--- config.mk ---
export PLATFORM = sky130hd
export DESIGN_NAME = rv_core
export DESIGN_NICKNAME = d
export VERILOG_FILES = /design/src/rtl/core_pkg.sv /design/src/rtl/regfile_if.sv /design/src/rtl/decode_unit.sv /design/src/rtl/execute_unit.sv /design/src/rtl/fetch_unit.sv /design/src/rtl/register_file.sv /design/src/rtl/result_unit.sv /design/src/rtl/rv_core.sv /design/src/rtl/stage_reg.sv
export SDC_FILE = /design/constraint.sdc
export NUM_CORES = 2
export LEC_CHECK = 0
export ABC_CLOCK_PERIOD_IN_PS = 9100
export BUFFER_PORTS_ARGS = -buffer_cell sky130_fd_sc_hd__buf_2
export CAP_MARGIN = 20
export CORE_MARGIN = 2
export CORE_UTILIZATION = 35
export CTS_BUF_LIST = sky130_fd_sc_hd__clkbuf_8
export DETAILED_ROUTE_END_ITERATION = 8
export PLACE_DENSITY_LB_ADDON = 0.08
export RECOVER_POWER = 100
export SLEW_MARGIN = 20
export SYNTH_ARGS = -nofsm -noshare
export SYNTH_HDL_FRONTEND = slang
export SYNTH_SLANG_ARGS = --single-unit
--- constraint.sdc ---
create_clock -name clock -period 9.1 [get_ports clock]
set_input_delay 0.455 -clock clock [delete_from_list [all_inputs] [get_ports clock]]
set_output_delay 0.455 -clock clock [all_outputs]
set_load 0.01 [all_outputs]
--- src/rtl/core_pkg.sv ---
package core_pkg;

	localparam int xlen = 32;
	localparam int reg_count = 16;
	localparam logic [xlen-1:0] reset_pc = '0;

	typedef logic [3:0] reg_addr_t;

	// Major opcodes of the supported subset
	localparam logic [6:0] opc_lui    = 7'b0110111;
	localparam logic [6:0] opc_auipc  = 7'b0010111;
	localparam logic [6:0] opc_jal    = 7'b1101111;
	localparam logic [6:0] opc_jalr   = 7'b1100111;
	localparam logic [6:0] opc_branch = 7'b1100011;
	localparam logic [6:0] opc_op_imm = 7'b0010011;
	localparam logic [6:0] opc_op     = 7'b0110011;

	localparam logic [31:0] ebreak_inst = 32'h00100073;

	typedef enum logic [3:0] {
		alu_add,
		alu_sub,
		alu_and,
		alu_or,
		alu_xor,
		alu_slt,
		alu_sltu,
		alu_sll,
		alu_srl,
		alu_sra,
		alu_pass_b
	} alu_op_t;

	typedef enum logic [3:0] {
		br_none,
		br_beq,
		br_bne,
		br_blt,
		br_bge,
		br_bltu,
		br_bgeu,
		br_jal,
		br_jalr
	} branch_op_t;

	typedef struct packed {
		logic [xlen-1:0] pc;
		logic [31:0]     inst;
	} fetch_payload_t;

	// op_b carries rs1 for JALR, the target base
	typedef struct packed {
		logic [xlen-1:0] pc;
		alu_op_t         alu_op;
		branch_op_t      branch_op;
		logic [xlen-1:0] op_a;
		logic [xlen-1:0] op_b;
		logic [xlen-1:0] imm;
		reg_addr_t       rd;
		logic            we;
		logic            halt;
	} exec_payload_t;

	typedef struct packed {
		logic [xlen-1:0] pc;
		reg_addr_t       rd;
		logic            we;
		logic [xlen-1:0] value;
		logic            halt;
	} result_payload_t;

endpackage

--- src/rtl/regfile_if.sv ---
`timescale 1ns/1ps

interface regfile_if;
	import core_pkg::*;

	reg_addr_t       raddr1;
	reg_addr_t       raddr2;
	logic [xlen-1:0] rdata1;
	logic [xlen-1:0] rdata2;
	logic            we;
	reg_addr_t       waddr;
	logic [xlen-1:0] wdata;

	modport read (output raddr1, output raddr2, input rdata1, input rdata2);
	modport write (output we, output waddr, output wdata);
	modport storage (
		input raddr1, input raddr2, output rdata1, output rdata2,
		input we, input waddr, input wdata
	);
endinterface

--- src/rtl/decode_unit.sv ---
`timescale 1ns/1ps

module decode_unit (
	input  logic                     clock,
	input  logic                     reset,
	input  logic                     flush,
	input  logic                     in_valid,
	output logic                     in_ready,
	input  core_pkg::fetch_payload_t in_payload,
	regfile_if.read                  rf,
	input  core_pkg::reg_addr_t      exec_busy_rd,
	input  logic                     exec_busy_we,
	input  core_pkg::reg_addr_t      result_busy_rd,
	input  logic                     result_busy_we,
	output logic                     out_valid,
	input  logic                     out_ready,
	output core_pkg::exec_payload_t  out_payload
);
	import core_pkg::*;

	logic [31:0]     inst;
	logic [6:0]      opcode;
	logic [2:0]      funct3;
	logic [6:0]      funct7;
	reg_addr_t       rd;
	reg_addr_t       rs1;
	reg_addr_t       rs2;
	logic [xlen-1:0] imm_i;
	logic [xlen-1:0] imm_b;
	logic [xlen-1:0] imm_u;
	logic [xlen-1:0] imm_j;
	logic            f7_zero;
	logic            f7_alt;
	logic            legal;
	logic            writes;
	logic            uses_rs1;
	logic            uses_rs2;
	logic            hazard;
	logic            stage_ready;
	exec_payload_t   dec;

	assign inst = in_payload.inst;
	assign opcode = inst[6:0];
	assign funct3 = inst[14:12];
	assign funct7 = inst[31:25];
	assign rd = inst[10:7];   // RV32E, low four index bits
	assign rs1 = inst[18:15];
	assign rs2 = inst[23:20];
	assign f7_zero = funct7 == 7'b0000000;
	assign f7_alt = funct7 == 7'b0100000;

	assign imm_i = {{20{inst[31]}}, inst[31:20]};
	assign imm_b = {{19{inst[31]}}, inst[31], inst[7], inst[30:25], inst[11:8], 1'b0};
	assign imm_u = {inst[31:12], 12'b0};
	assign imm_j = {{11{inst[31]}}, inst[31], inst[19:12], inst[20], inst[30:21], 1'b0};

	assign rf.raddr1 = rs1;
	assign rf.raddr2 = rs2;

	function automatic alu_op_t alu_sel(input logic [2:0] f3, input logic alt);
		case (f3)
			3'b000: return alt ? alu_sub : alu_add;
			3'b001: return alu_sll;
			3'b010: return alu_slt;
			3'b011: return alu_sltu;
			3'b100: return alu_xor;
			3'b101: return alt ? alu_sra : alu_srl;
			3'b110: return alu_or;
			default: return alu_and;
		endcase
	endfunction

	always_comb begin
		dec = '0;
		dec.pc = in_payload.pc;
		dec.alu_op = alu_add;
		dec.branch_op = br_none;
		dec.op_a = rf.rdata1;
		dec.op_b = rf.rdata2;
		dec.imm = imm_i;
		dec.rd = rd;
		legal = 1'b1;
		writes = 1'b0;
		uses_rs1 = 1'b0;
		uses_rs2 = 1'b0;
		case (opcode)
			opc_lui: begin
				dec.alu_op = alu_pass_b;
				dec.op_b = imm_u;
				writes = 1'b1;
			end
			opc_auipc: begin
				dec.op_a = in_payload.pc;
				dec.op_b = imm_u;
				writes = 1'b1;
			end
			opc_jal: begin
				dec.branch_op = br_jal;
				dec.op_a = in_payload.pc;
				dec.op_b = imm_j;
				dec.imm = imm_j;
				writes = 1'b1;
			end
			opc_jalr: begin
				dec.branch_op = br_jalr;
				dec.op_a = in_payload.pc;
				dec.op_b = rf.rdata1; // Target base
				legal = funct3 == 3'b000;
				writes = 1'b1;
				uses_rs1 = 1'b1;
			end
			opc_branch: begin
				dec.imm = imm_b;
				case (funct3)
					3'b000: dec.branch_op = br_beq;
					3'b001: dec.branch_op = br_bne;
					3'b100: dec.branch_op = br_blt;
					3'b101: dec.branch_op = br_bge;
					3'b110: dec.branch_op = br_bltu;
					3'b111: dec.branch_op = br_bgeu;
					default: legal = 1'b0;
				endcase
				uses_rs1 = 1'b1;
				uses_rs2 = 1'b1;
			end
			opc_op_imm: begin
				dec.alu_op = alu_sel(funct3, funct3 == 3'b101 && f7_alt);
				dec.op_b = imm_i;
				if (funct3 == 3'b001)
					legal = f7_zero;
				else if (funct3 == 3'b101)
					legal = f7_zero || f7_alt;
				writes = 1'b1;
				uses_rs1 = 1'b1;
			end
			opc_op: begin
				dec.alu_op = alu_sel(funct3, f7_alt);
				legal = f7_zero || (f7_alt && (funct3 == 3'b000 || funct3 == 3'b101));
				writes = 1'b1;
				uses_rs1 = 1'b1;
				uses_rs2 = 1'b1;
			end
			default: begin
				dec.halt = inst == ebreak_inst;
				legal = 1'b0;
			end
		endcase
		if (!legal) begin
			// Retires as a no-op
			dec.branch_op = br_none;
			writes = 1'b0;
			uses_rs1 = 1'b0;
			uses_rs2 = 1'b0;
		end
		dec.we = writes && rd != '0;
	end

	assign hazard = in_valid && (
		(uses_rs1 && exec_busy_we && exec_busy_rd == rs1) ||
		(uses_rs1 && result_busy_we && result_busy_rd == rs1) ||
		(uses_rs2 && exec_busy_we && exec_busy_rd == rs2) ||
		(uses_rs2 && result_busy_we && result_busy_rd == rs2));

	assign in_ready = stage_ready && !hazard;

	stage_reg #(.payload_t(exec_payload_t)) exec_reg (
		.clock(clock),
		.reset(reset),
		.flush(flush),
		.in_valid(in_valid && !hazard),
		.in_ready(stage_ready),
		.in_payload(dec),
		.out_valid(out_valid),
		.out_ready(out_ready),
		.out_payload(out_payload)
	);

endmodule

--- src/rtl/execute_unit.sv ---
`timescale 1ns/1ps

module execute_unit (
	input  logic                      clock,
	input  logic                      reset,
	input  logic                      in_valid,
	output logic                      in_ready,
	input  core_pkg::exec_payload_t   in_payload,
	output logic                      out_valid,
	input  logic                      out_ready,
	output core_pkg::result_payload_t out_payload,
	output logic                      redirect_valid,
	output logic [core_pkg::xlen-1:0] redirect_pc,
	output core_pkg::reg_addr_t       busy_rd,
	output logic                      busy_we
);
	import core_pkg::*;

	logic [xlen-1:0] a;
	logic [xlen-1:0] b;
	logic [xlen-1:0] alu_out;
	logic [xlen-1:0] target;
	logic            taken;
	logic            is_jump;
	result_payload_t res;

	assign a = in_payload.op_a;
	assign b = in_payload.op_b;

	always_comb begin
		case (in_payload.alu_op)
			alu_sub: alu_out = a - b;
			alu_and: alu_out = a & b;
			alu_or: alu_out = a | b;
			alu_xor: alu_out = a ^ b;
			alu_slt: alu_out = {{(xlen-1){1'b0}}, $signed(a) < $signed(b)};
			alu_sltu: alu_out = {{(xlen-1){1'b0}}, a < b};
			alu_sll: alu_out = a << b[4:0];
			alu_srl: alu_out = a >> b[4:0];
			alu_sra: alu_out = $signed(a) >>> b[4:0];
			alu_pass_b: alu_out = b;
			default: alu_out = a + b;
		endcase
	end

	always_comb begin
		case (in_payload.branch_op)
			br_beq: taken = a == b;
			br_bne: taken = a != b;
			br_blt: taken = $signed(a) < $signed(b);
			br_bge: taken = $signed(a) >= $signed(b);
			br_bltu: taken = a < b;
			br_bgeu: taken = a >= b;
			br_jal, br_jalr: taken = 1'b1;
			default: taken = 1'b0;
		endcase
	end

	assign is_jump = in_payload.branch_op == br_jal || in_payload.branch_op == br_jalr;

	always_comb begin
		if (in_payload.branch_op == br_jalr)
			target = (b + in_payload.imm) & ~32'd1;
		else
			target = in_payload.pc + in_payload.imm;
	end

	assign res.pc = in_payload.pc;
	assign res.rd = in_payload.rd;
	assign res.we = in_payload.we;
	assign res.value = is_jump ? in_payload.pc + 32'd4 : alu_out; // Link value
	assign res.halt = in_payload.halt;

	// Only on a transfer, so a stalled branch redirects once
	assign redirect_valid = in_valid && in_ready && taken;
	assign redirect_pc = target;

	assign busy_rd = in_payload.rd;
	assign busy_we = in_valid && in_payload.we;

	stage_reg #(.payload_t(result_payload_t)) result_reg (
		.clock(clock),
		.reset(reset),
		.flush(1'b0),
		.in_valid(in_valid),
		.in_ready(in_ready),
		.in_payload(res),
		.out_valid(out_valid),
		.out_ready(out_ready),
		.out_payload(out_payload)
	);

endmodule

--- src/rtl/fetch_unit.sv ---
`timescale 1ns/1ps

module fetch_unit (
	input  logic                     clock,
	input  logic                     reset,
	input  logic                     halt,
	input  logic                     redirect_valid,
	input  logic [core_pkg::xlen-1:0] redirect_pc,
	output logic                     inst_req_valid,
	input  logic                     inst_req_ready,
	output logic [core_pkg::xlen-1:0] inst_addr,
	input  logic                     inst_resp_valid,
	input  logic [31:0]              inst_resp_data,
	output logic                     out_valid,
	input  logic                     out_ready,
	output core_pkg::fetch_payload_t out_payload
);
	import core_pkg::*;

	logic [xlen-1:0] pc; // Stays on the outstanding address until its response
	logic            outstanding;
	logic            stale;
	logic            buf_valid;
	fetch_payload_t  buf_payload;
	fetch_payload_t  resp_payload;
	logic            req_fire;
	logic            resp_live;

	assign req_fire = inst_req_valid && inst_req_ready;
	assign resp_live = inst_resp_valid && !stale;

	// One request at a time, and only with the holding buffer free
	assign inst_req_valid = !reset && !halt && !outstanding && !buf_valid;
	assign inst_addr = pc;

	assign resp_payload.pc = pc;
	assign resp_payload.inst = inst_resp_data;
	assign out_valid = buf_valid || resp_live;
	assign out_payload = buf_valid ? buf_payload : resp_payload;

	always_ff @(posedge clock) begin
		if (reset) begin
			pc <= reset_pc;
			outstanding <= 1'b0;
			stale <= 1'b0;
			buf_valid <= 1'b0;
		end else begin
			if (req_fire)
				outstanding <= 1'b1;
			else if (inst_resp_valid)
				outstanding <= 1'b0;

			if (redirect_valid)
				stale <= req_fire || (outstanding && !inst_resp_valid);
			else if (inst_resp_valid)
				stale <= 1'b0;

			if (redirect_valid)
				pc <= redirect_pc;
			else if (resp_live)
				pc <= pc + 32'd4;

			if (redirect_valid)
				buf_valid <= 1'b0; // Wrong-path word
			else if (resp_live && !out_ready)
				buf_valid <= 1'b1;
			else if (out_ready)
				buf_valid <= 1'b0;
		end
	end

	always_ff @(posedge clock) begin
		if (resp_live && !out_ready)
			buf_payload <= resp_payload;
	end

	// A response only ever answers the one outstanding request
	assert property (@(posedge clock) disable iff (reset) inst_resp_valid |-> outstanding);

endmodule

--- src/rtl/register_file.sv ---
`timescale 1ns/1ps

module register_file (
	input  logic       clock,
	input  logic       reset,
	regfile_if.storage rf
);
	import core_pkg::*;

	logic [xlen-1:0] regs [reg_count];

	always_ff @(posedge clock) begin
		if (reset) begin
			for (int i = 0; i < reg_count; i++)
				regs[i] <= '0;
		end else if (rf.we && rf.waddr != '0) begin
			regs[rf.waddr] <= rf.wdata;
		end
	end

	assign rf.rdata1 = regs[rf.raddr1];
	assign rf.rdata2 = regs[rf.raddr2];

	// Writeback never targets entry zero
	assert property (@(posedge clock) disable iff (reset) rf.we |-> rf.waddr != '0);

endmodule

--- src/rtl/result_unit.sv ---
`timescale 1ns/1ps

module result_unit (
	input  logic                      clock,
	input  logic                      reset,
	input  logic                      in_valid,
	output logic                      in_ready,
	input  core_pkg::result_payload_t in_payload,
	regfile_if.write                  rf,
	output logic                      retire_valid,
	output logic [core_pkg::xlen-1:0] retire_pc,
	output core_pkg::reg_addr_t       retire_rd,
	output logic                      retire_we,
	output logic [core_pkg::xlen-1:0] retire_value,
	output logic                      halt
);

	assign in_ready = 1'b1; // Never back-pressures

	// Items arriving after EBREAK are dropped
	assign retire_valid = in_valid && !halt;
	assign retire_pc = in_payload.pc;
	assign retire_rd = in_payload.rd;
	assign retire_we = in_payload.we;
	assign retire_value = in_payload.value;

	assign rf.we = retire_valid && in_payload.we;
	assign rf.waddr = in_payload.rd;
	assign rf.wdata = in_payload.value;

	always_ff @(posedge clock) begin
		if (reset)
			halt <= 1'b0;
		else if (retire_valid && in_payload.halt)
			halt <= 1'b1;
	end

endmodule

--- src/rtl/rv_core.sv ---
`timescale 1ns/1ps

module rv_core (
	input  logic                      clock,
	input  logic                      reset,
	output logic                      inst_req_valid,
	input  logic                      inst_req_ready,
	output logic [core_pkg::xlen-1:0] inst_addr,
	input  logic                      inst_resp_valid,
	input  logic [31:0]               inst_resp_data,
	output logic                      retire_valid,
	output logic [core_pkg::xlen-1:0] retire_pc,
	output core_pkg::reg_addr_t       retire_rd,
	output logic                      retire_we,
	output logic [core_pkg::xlen-1:0] retire_value,
	output logic                      halt
);
	import core_pkg::*;

	logic            f_valid;
	logic            f_ready;
	fetch_payload_t  f_payload;
	logic            d_valid;
	logic            d_ready;
	fetch_payload_t  d_payload;
	logic            x_valid;
	logic            x_ready;
	exec_payload_t   x_payload;
	logic            r_valid;
	logic            r_ready;
	result_payload_t r_payload;
	logic            redirect_valid;
	logic [xlen-1:0] redirect_pc;
	reg_addr_t       exec_busy_rd;
	logic            exec_busy_we;
	reg_addr_t       result_busy_rd;
	logic            result_busy_we;

	regfile_if rf ();

	assign result_busy_rd = r_payload.rd;
	assign result_busy_we = r_valid && r_payload.we;

	fetch_unit fetch (
		.clock(clock),
		.reset(reset),
		.halt(halt),
		.redirect_valid(redirect_valid),
		.redirect_pc(redirect_pc),
		.inst_req_valid(inst_req_valid),
		.inst_req_ready(inst_req_ready),
		.inst_addr(inst_addr),
		.inst_resp_valid(inst_resp_valid),
		.inst_resp_data(inst_resp_data),
		.out_valid(f_valid),
		.out_ready(f_ready),
		.out_payload(f_payload)
	);

	stage_reg #(.payload_t(fetch_payload_t)) fetch_reg (
		.clock(clock),
		.reset(reset),
		.flush(redirect_valid),
		.in_valid(f_valid),
		.in_ready(f_ready),
		.in_payload(f_payload),
		.out_valid(d_valid),
		.out_ready(d_ready),
		.out_payload(d_payload)
	);

	decode_unit decode (
		.clock(clock),
		.reset(reset),
		.flush(redirect_valid),
		.in_valid(d_valid),
		.in_ready(d_ready),
		.in_payload(d_payload),
		.rf(rf),
		.exec_busy_rd(exec_busy_rd),
		.exec_busy_we(exec_busy_we),
		.result_busy_rd(result_busy_rd),
		.result_busy_we(result_busy_we),
		.out_valid(x_valid),
		.out_ready(x_ready),
		.out_payload(x_payload)
	);

	execute_unit execute (
		.clock(clock),
		.reset(reset),
		.in_valid(x_valid),
		.in_ready(x_ready),
		.in_payload(x_payload),
		.out_valid(r_valid),
		.out_ready(r_ready),
		.out_payload(r_payload),
		.redirect_valid(redirect_valid),
		.redirect_pc(redirect_pc),
		.busy_rd(exec_busy_rd),
		.busy_we(exec_busy_we)
	);

	result_unit result (
		.clock(clock),
		.reset(reset),
		.in_valid(r_valid),
		.in_ready(r_ready),
		.in_payload(r_payload),
		.rf(rf),
		.retire_valid(retire_valid),
		.retire_pc(retire_pc),
		.retire_rd(retire_rd),
		.retire_we(retire_we),
		.retire_value(retire_value),
		.halt(halt)
	);

	register_file regs (
		.clock(clock),
		.reset(reset),
		.rf(rf)
	);

endmodule

--- src/rtl/stage_reg.sv ---
`timescale 1ns/1ps

module stage_reg #(
	parameter type payload_t = logic
) (
	input  logic     clock,
	input  logic     reset,
	input  logic     flush,
	input  logic     in_valid,
	output logic     in_ready,
	input  payload_t in_payload,
	output logic     out_valid,
	input  logic     out_ready,
	output payload_t out_payload
);

	assign in_ready = !out_valid || out_ready; // Empty, or draining this cycle

	always_ff @(posedge clock) begin
		if (reset) begin
			out_valid <= 1'b0;
		end else if (flush) begin
			out_valid <= 1'b0;
		end else if (in_ready) begin
			out_valid <= in_valid;
		end
	end

	always_ff @(posedge clock) begin
		if (in_valid && in_ready)
			out_payload <= in_payload;
	end

	assert property (@(posedge clock) disable iff (reset)
		out_valid && !out_ready && !flush |=> out_valid && $stable(out_payload));

endmodule

== After elaboration in Yosys (flattened, before gate mapping) ==
Memories as Yosys holds them, arrays and structs flattened. A register that Yosys moved wholly into a read port is not among the register bits.
Cells that the tools add are included.

* Register bits: 368
* RAM bits: 512
* Input port bits: 36
* Output and inout port bits: 104
* Word-level logic and storage cells: 193
* Memories kept: 1

* Add/sub/neg operators: 6
* $lt $le $gt $ge: 4
* Eq/ne operators: 40
* Shifts and indexed selects: 3
* Mux-type cells: 44
* Bitwise logic cells: 3
* Reductions and logical operators: 66

{| class="wikitable"
|+ Memories
! memory !! words !! width !! rd ports !! clocked after Yosys merged registers in !! wr ports !! RTL line !! RTL
|-
| regs.regs || 16 || 32 || 2 || 2 || 16 || register_file.sv:10 || <nowiki>logic [xlen-1:0] regs [reg_count];</nowiki>
|}

{| class="wikitable"
|+ Operator list
! cell !! count
|-
| $pmux 32 s10 || 1
|-
| $mux 32 || 6
|-
| $pmux 32 s4 || 1
|-
| $add 32x32->32 || 3
|-
| $add 32x3->32 const B || 2
|-
| $ge 32x32->1 || 2
|-
| $lt 32x32->1 || 2
|-
| $mux 64 || 1
|-
| $pmux 4 s7 || 2
|-
| $pmux 20 s2 || 1
|-
| $and 32x32->32 || 1
|-
| $eq 32x21->1 const B || 1
|-
| $eq 32x32->1 || 1
|-
| $eq 4x3->1 const B || 8
|-
| $ne 32x32->1 || 1
|-
| $or 32x32->32 || 1
|-
| $reduce_or 32->1 || 1
|-
| $shl 32x5->32 || 1
|-
| $shr 32x5->32 || 1
|-
| $sshr 32x5->32 || 1
|-
| $sub 32x32->32 || 1
|-
| $xor 32x32->32 || 1
|-
| $logic_and 1x1->1 || 28
|-
| $mux 1 || 24
|-
| other kinds (26) || 74
|}

== Depth between registers and ports, before layout ==
* Word-level depth: 17
* Mapped depth: 18
* Mapped depth without buffers: 15

== Hierarchy ==
From an unflattened synthesis, not the netlist that was laid out.

* Cells, all modules: 4643
* Area total of the unflattened synthesis: 55298.0 um^2

{| class="wikitable"
|+ Modules (own cells, without submodules)
! module !! times used !! cells an instance !! area each (um^2) !! seq. area each (um^2)
|-
| register_file || 1 || 1652 || 26314.0 || 15374.7
|-
| execute_unit || 1 || 1936 || 13066.3 || 0.0
|-
| fetch_unit || 1 || 396 || 4764.6 || 2622.5
|-
| stage_reg (decode.exec_reg) || 1 || 147 || 4321.6 || 4284.1
|-
| stage_reg (execute.result_reg) || 1 || 75 || 2159.6 || 2122.0
|-
| stage_reg (fetch_reg) || 1 || 69 || 1979.4 || 1941.9
|-
| decode_unit || 1 || 255 || 1838.0 || 0.0
|-
| result_unit || 1 || 112 || 848.3 || 20.0
|-
| rv_core || 1 || 1 || 6.3 || 0.0
|}

== Worst setup path after synthesis ==
Ideal clock, no wire load.

* Path type: reg2reg
* Start: register fetch_reg.out_payload[4] (netlist name)
* End: register, netlist name decode.exec_reg.out_payload[0]
* Library setup time: 0.636 ns
* Arrival time: 7.556 ns
* Slack: 0.908 ns
* Stages on the path, launching flop included: 9
* Path buffers: 1
* Clock period less this slack: 8.192 ns
* Cell sequence: edfxtp_1 -> nand2b_1 -> or4_1 -> clkbuf_1 -> nor2_1 -> a21boi_1 -> a2111oi_0 -> a311oi_2 -> nor2b_1

* Word-level cells in the longest chain between the ends: 12

{| class="wikitable"
|+ Ends and longest elaborated chain
! item !! RTL line !! RTL
|-
| start, declared || stage_reg.sv:14 || <nowiki>output payload_t out_payload</nowiki>
|-
| start signal, assigned || stage_reg.sv:31 || <nowiki>out_payload <= in_payload;</nowiki>
|-
| $eq 7x6->1, or another cell as far along || decode_unit.sv:86 || <nowiki>case (opcode)</nowiki>
|-
| $reduce_or 3->1 (no line) or $reduce_or 4->1 (tied branches) || - ||
|-
| $pmux 1 s5 or $mux 1 (tied branches) || decode_unit.sv:86 ||
|-
| $mux 1 || decode_unit.sv:148 || <nowiki>if (!legal) begin</nowiki>
|-
| $logic_and 1x1->1 (on tied branches) (2 in a row) || decode_unit.sv:159, decode_unit.sv:160 ||
|-
| $logic_or 1x1->1 || decode_unit.sv:159 || <nowiki>(uses_rs1 && exec_busy_we && exec_busy_rd == rs1) ||</nowiki>
|-
| $logic_or 1x1->1 || decode_unit.sv:160 || <nowiki>(uses_rs1 && result_busy_we && result_busy_rd == rs1) ||</nowiki>
|-
| $logic_or 1x1->1 (*) || decode_unit.sv:161 || <nowiki>(uses_rs2 && exec_busy_we && exec_busy_rd == rs2) ||</nowiki>
|-
| $logic_and 1x1->1 (*) || decode_unit.sv:158 || <nowiki>assign hazard = in_valid && (</nowiki>
|-
| $logic_not 1->1 (*) || decode_unit.sv:170 || <nowiki>.in_valid(in_valid && !hazard),</nowiki>
|-
| $logic_and 1x1->1 (*) || decode_unit.sv:170 ||
|-
| via decode.exec_reg.in_valid || stage_reg.sv:9 || <nowiki>input logic in_valid,</nowiki>
|}

Mark *: on every way through the listed nets, which the timed path passes. The rest lies on a longest branch.
A chain may end at the register's enable or synchronous reset.

==> impl_metrics.env <==
export IMPL_status="finished with violations"
export IMPL_violations="max-capacitance violations, max-slew violations"
export IMPL_async_flop_share_pct=0
export IMPL_synthTopCellsByArea="edfxtp_1, mux4_2, and2_1"
export IMPL_clock_sinks=888
export IMPL_final_core_util_pct=39.0
export IMPL_grt_pass1_wl_microns=298000
export IMPL_grt_overflow_total=0
export IMPL_finalClockSkew_ns=0.0888
export IMPL_fin_crit_ns=7.14
export IMPL_cp_common_cell="clkbuf_1"
export IMPL_detail_route_wl_per_cell_microns=32.3
export IMPL_tightestPinTransition_ns=4.34
export IMPL_ir_worst_vdd_v=0.000127
export IMPL_tns_ns=0
export IMPL_max_freq_mhz=140
export IMPL_antenna_found_initial=26
export IMPL_synth_edff_count=841
export IMPL_crit_type="primary input to flip-flop"
export IMPL_rr_endpoint="decode.exec_reg.out_payload[66]"
export IMPL_gp_congestion=0.949
export IMPL_numCtsBuffers=166
export IMPL_core_area_sq_mm=0.152
export IMPL_worstSetupStartpoint="reset"
export IMPL_path_cells="clkbuf_1 > clkbuf_1 > nor4_1 > nand2_1 > nor3_1 > clkbuf_1 > or2_0"
export IMPL_io_pins=140
export IMPL_reg2reg_depth=5
export IMPL_ys_seq_area_share_pct=48.6
export IMPL_path_max_fanout=32
export IMPL_viasPerCell=5.83
export IMPL_synth_area_leader_cell="edfxtp_1"
export IMPL_slew_headroom_pct=-190
export IMPL_die_area_sq_mm=0.157
export IMPL_initial_core_util_pct=35.3
export IMPL_grt_pass1_vias=38500
export IMPL_synth_area_per_cell_sq_um=12.3
export IMPL_grt_max_degree=73
export IMPL_clk_path_buf_depth=3
export IMPL_postSynth_topFlopCell="edfxtp_1"
export IMPL_die_h_microns=396
export IMPL_place_area_sq_mm=0.0565
export IMPL_rsz0062_at_grt="false"
export IMPL_crit_required_ns=9.49
export IMPL_vias=38600
export IMPL_ys_ff_latch=888
export IMPL_max_cap_violations=41
export IMPL_dp_hpwl_microns=140000
export IMPL_grtUsageTotal_pct=26.9
export IMPL_cts_tree="built"
export IMPL_drive_gt1_share_pct=16.7
export IMPL_fillers=14800
export IMPL_cts_root_buffer="clkbuf_8"
export IMPL_ant_nets=0
export IMPL_design_area_sq_mm=0.0595
export IMPL_finalPower_mw=10.6
export IMPL_drt_wl_total_microns=213000
export IMPL_end_kind="flip-flop"
export IMPL_hp_class="primary input to flip-flop"
export IMPL_syn_inst=4373
export IMPL_cp_slowest_cell="or2_0"
export IMPL_post_cts_buffers=0
export IMPL_clkTransAtPathRegs_ns=0.06
export IMPL_reg2reg_slack_ns=2.10
export IMPL_period_share_pct=78.4
export IMPL_start_kind="primary input"
export IMPL_finalSetupViolCount=0
export IMPL_synth_cell_types=90
export IMPL_firstDrtPassIters=8
export IMPL_drt_drc_violations_left=0
export IMPL_yosysWarnings=0
export IMPL_power_leakage_nw=21.1
export IMPL_crit_cells=7
export IMPL_syn_area_sq_mm=0.0539
export IMPL_port_buffers=139
export IMPL_cpPeakStageDelay_ns=3.19
export IMPL_finalHoldViolations=0
export IMPL_fin_nets=4647
export IMPL_cp_top_family="simple AND/OR/NAND/NOR gates"
export IMPL_die_w_microns=396
export IMPL_cp_num_buf_inv=3
export IMPL_drv_slew=1410
export IMPL_p_per_area_mw_per_mm2=178
export IMPL_synth_top_area_share_pct=46.9
export IMPL_htree_levels=4
export IMPL_arrival_ns=7.52
export IMPL_drt_iter0_drc=4102
export IMPL_syn_to_final_growth_pct=10.5
export IMPL_clkLatencyLatePin_ns=0.96
export IMPL_rows=143
export IMPL_endpoint="regs.regs[8][23]"
-- worst reg2reg max path, delay by kind of cell (launching register included) --
| family | cells | cell delay, ns |
|---|---|---|
| flops | 1 | 2.23 |
| simple gates | 1 | 0.20 |
| compound gates | 1 | 0.80 |
| mux | 2 | 1.19 |
| buf+inv | 1 | 2.31 |
-- cell usage after synthesis (all sizes together), types with 24 or more instances --
cell    number
mux4       347
a221oi      47
inv        115
nand2      240
nand4       26
o21ai      183
buf        153
a21oi      213
a21o        54
ha         160
xnor2       72
nand3       52
clkbuf     237
a211oi      70
mux2       114
nand2b      34
nor3        52
mux2i       59
a22oi       44
and2       495
dfxtp       47
edfxtp     841
xor2        68
nor2       282
nor2b       24
-- worst min path at each step --
| stage | startpoint | to | slack, ns | cells past startpoint |
|---|---|---|---|---|
| after global placement | decode.exec_reg.out_payload[0] | execute.result_reg.out_payload[0] | 0.40 | 0 |
| final | inst_resp_data[21] | fetch.buf_payload[21] | 0.28 | 2 |
| after global routing | inst_resp_data[0] | fetch.buf_payload[0] | 0.23 | 2 |
| after floorplan | decode.exec_reg.out_payload[0] | execute.result_reg.out_payload[0] | 0.40 | 0 |
| after detailed placement | decode.exec_reg.out_payload[0] | execute.result_reg.out_payload[0] | 0.41 | 0 |
| after CTS | reset | regs.regs[0][5] | 0.17 | 2 |
-- cell usage in the layout (no fill, tap or decap), types with 69 or more instances in the layout --
cell type	netlist	routed
nand2_1	240	240
inv_1	114	182
clkbuf_1	237	173
edfxtp_1	841	841
and2_1	495	245
and2_0	0	249
a21oi_1	212	213
mux4_2	347	347
ha_1	160	160
nor2_1	282	268
xnor2_1	72	72
clkbuf_8	0	171
a211oi_1	69	69
mux2_2	114	94
o21ai_0	179	168
-- through the flow --
step,cells,hold slack (ns),setup slack [ns]
6_report,6615,0.285,1.96
5_1_grt,6610,0.234,1.79
4_1_cts,6608,0.168,3.79
3_3_place_gp,6274,0.404,3.87
3_5_place_dp,6274,0.411,3.79
2_1_floorplan,4404,0.400,0.908
-- cells by family (layout without fill, tap and decap cells) --
logic type | count (synthesis) | after routing | share of synthesized area, %
other cells | 1 | 39 | 0.00696
compound gates | 850 | 850 | 10.5
buf+inv | 507 | 681 | 4.13
mux | 520 | 520 | 18.0
fa+ha+maj | 164 | 164 | 3.87
simple gates | 1303 | 1303 | 12.6
xor+xnor | 140 | 140 | 2.28
flops | 888 | 888 | 48.6
-- routing by layer --
layer | global-route usage [%] | wire length (microns) | part of all wire (%) | vias up
li1 | - | - | - | 16700
met1 | 36.8 | 91700 | 43 | 19900
met2 | 43.9 | 101000 | 47 | 1609
met3 | 4.05 | 14000 | 6.6 | 338
met4 | 8.27 | 7010 | 3.3 | 2
met5 | 0 | 10 | 0.0047 | -
-- sequential cells by signal, summed over array words and instances, names as in the netlist, named ones only --
register	cells
execute.result_reg.out_valid	1
fetch.buf_payload	64
decode.exec_reg.out_valid	1
fetch.inst_addr	32
fetch.stale	1
execute.result_reg.out_payload	70
regs.regs	512
decode.exec_reg.out_payload	131
fetch.outstanding	1
fetch_reg.out_payload	64
result.halt	1
fetch_reg.out_valid	1
fetch.buf_valid	1
-- what timing repair did --
action                                 4_1_cts  5_1_grt
resized for setup                            0        0
endpoints found under the hold margin       69        0
hold buffers                                35        0
-- power breakdown --
group	switching [mW]	internal (mW)
logic	1.10	0.752
clock network	1.86	1.89
registers	0.282	4.67
-- area by class of cell --
class / instances / area [sq um] / area share, %
tap: 2030 / 2540 / 4.27
sequential: 888 / 26200 / 44.1
antenna: 7 / 17.5 / 0.0294
clock buffer: 171 / 2350 / 3.96
inverter: 117 / 439 / 0.738
clock inverter: 128 / 717 / 1.21
timing repair buffer: 265 / 1400 / 2.35
multi-input combinational: 3009 / 25800 / 43.4
No activity file was read; power rests on OpenSTA's default activity.
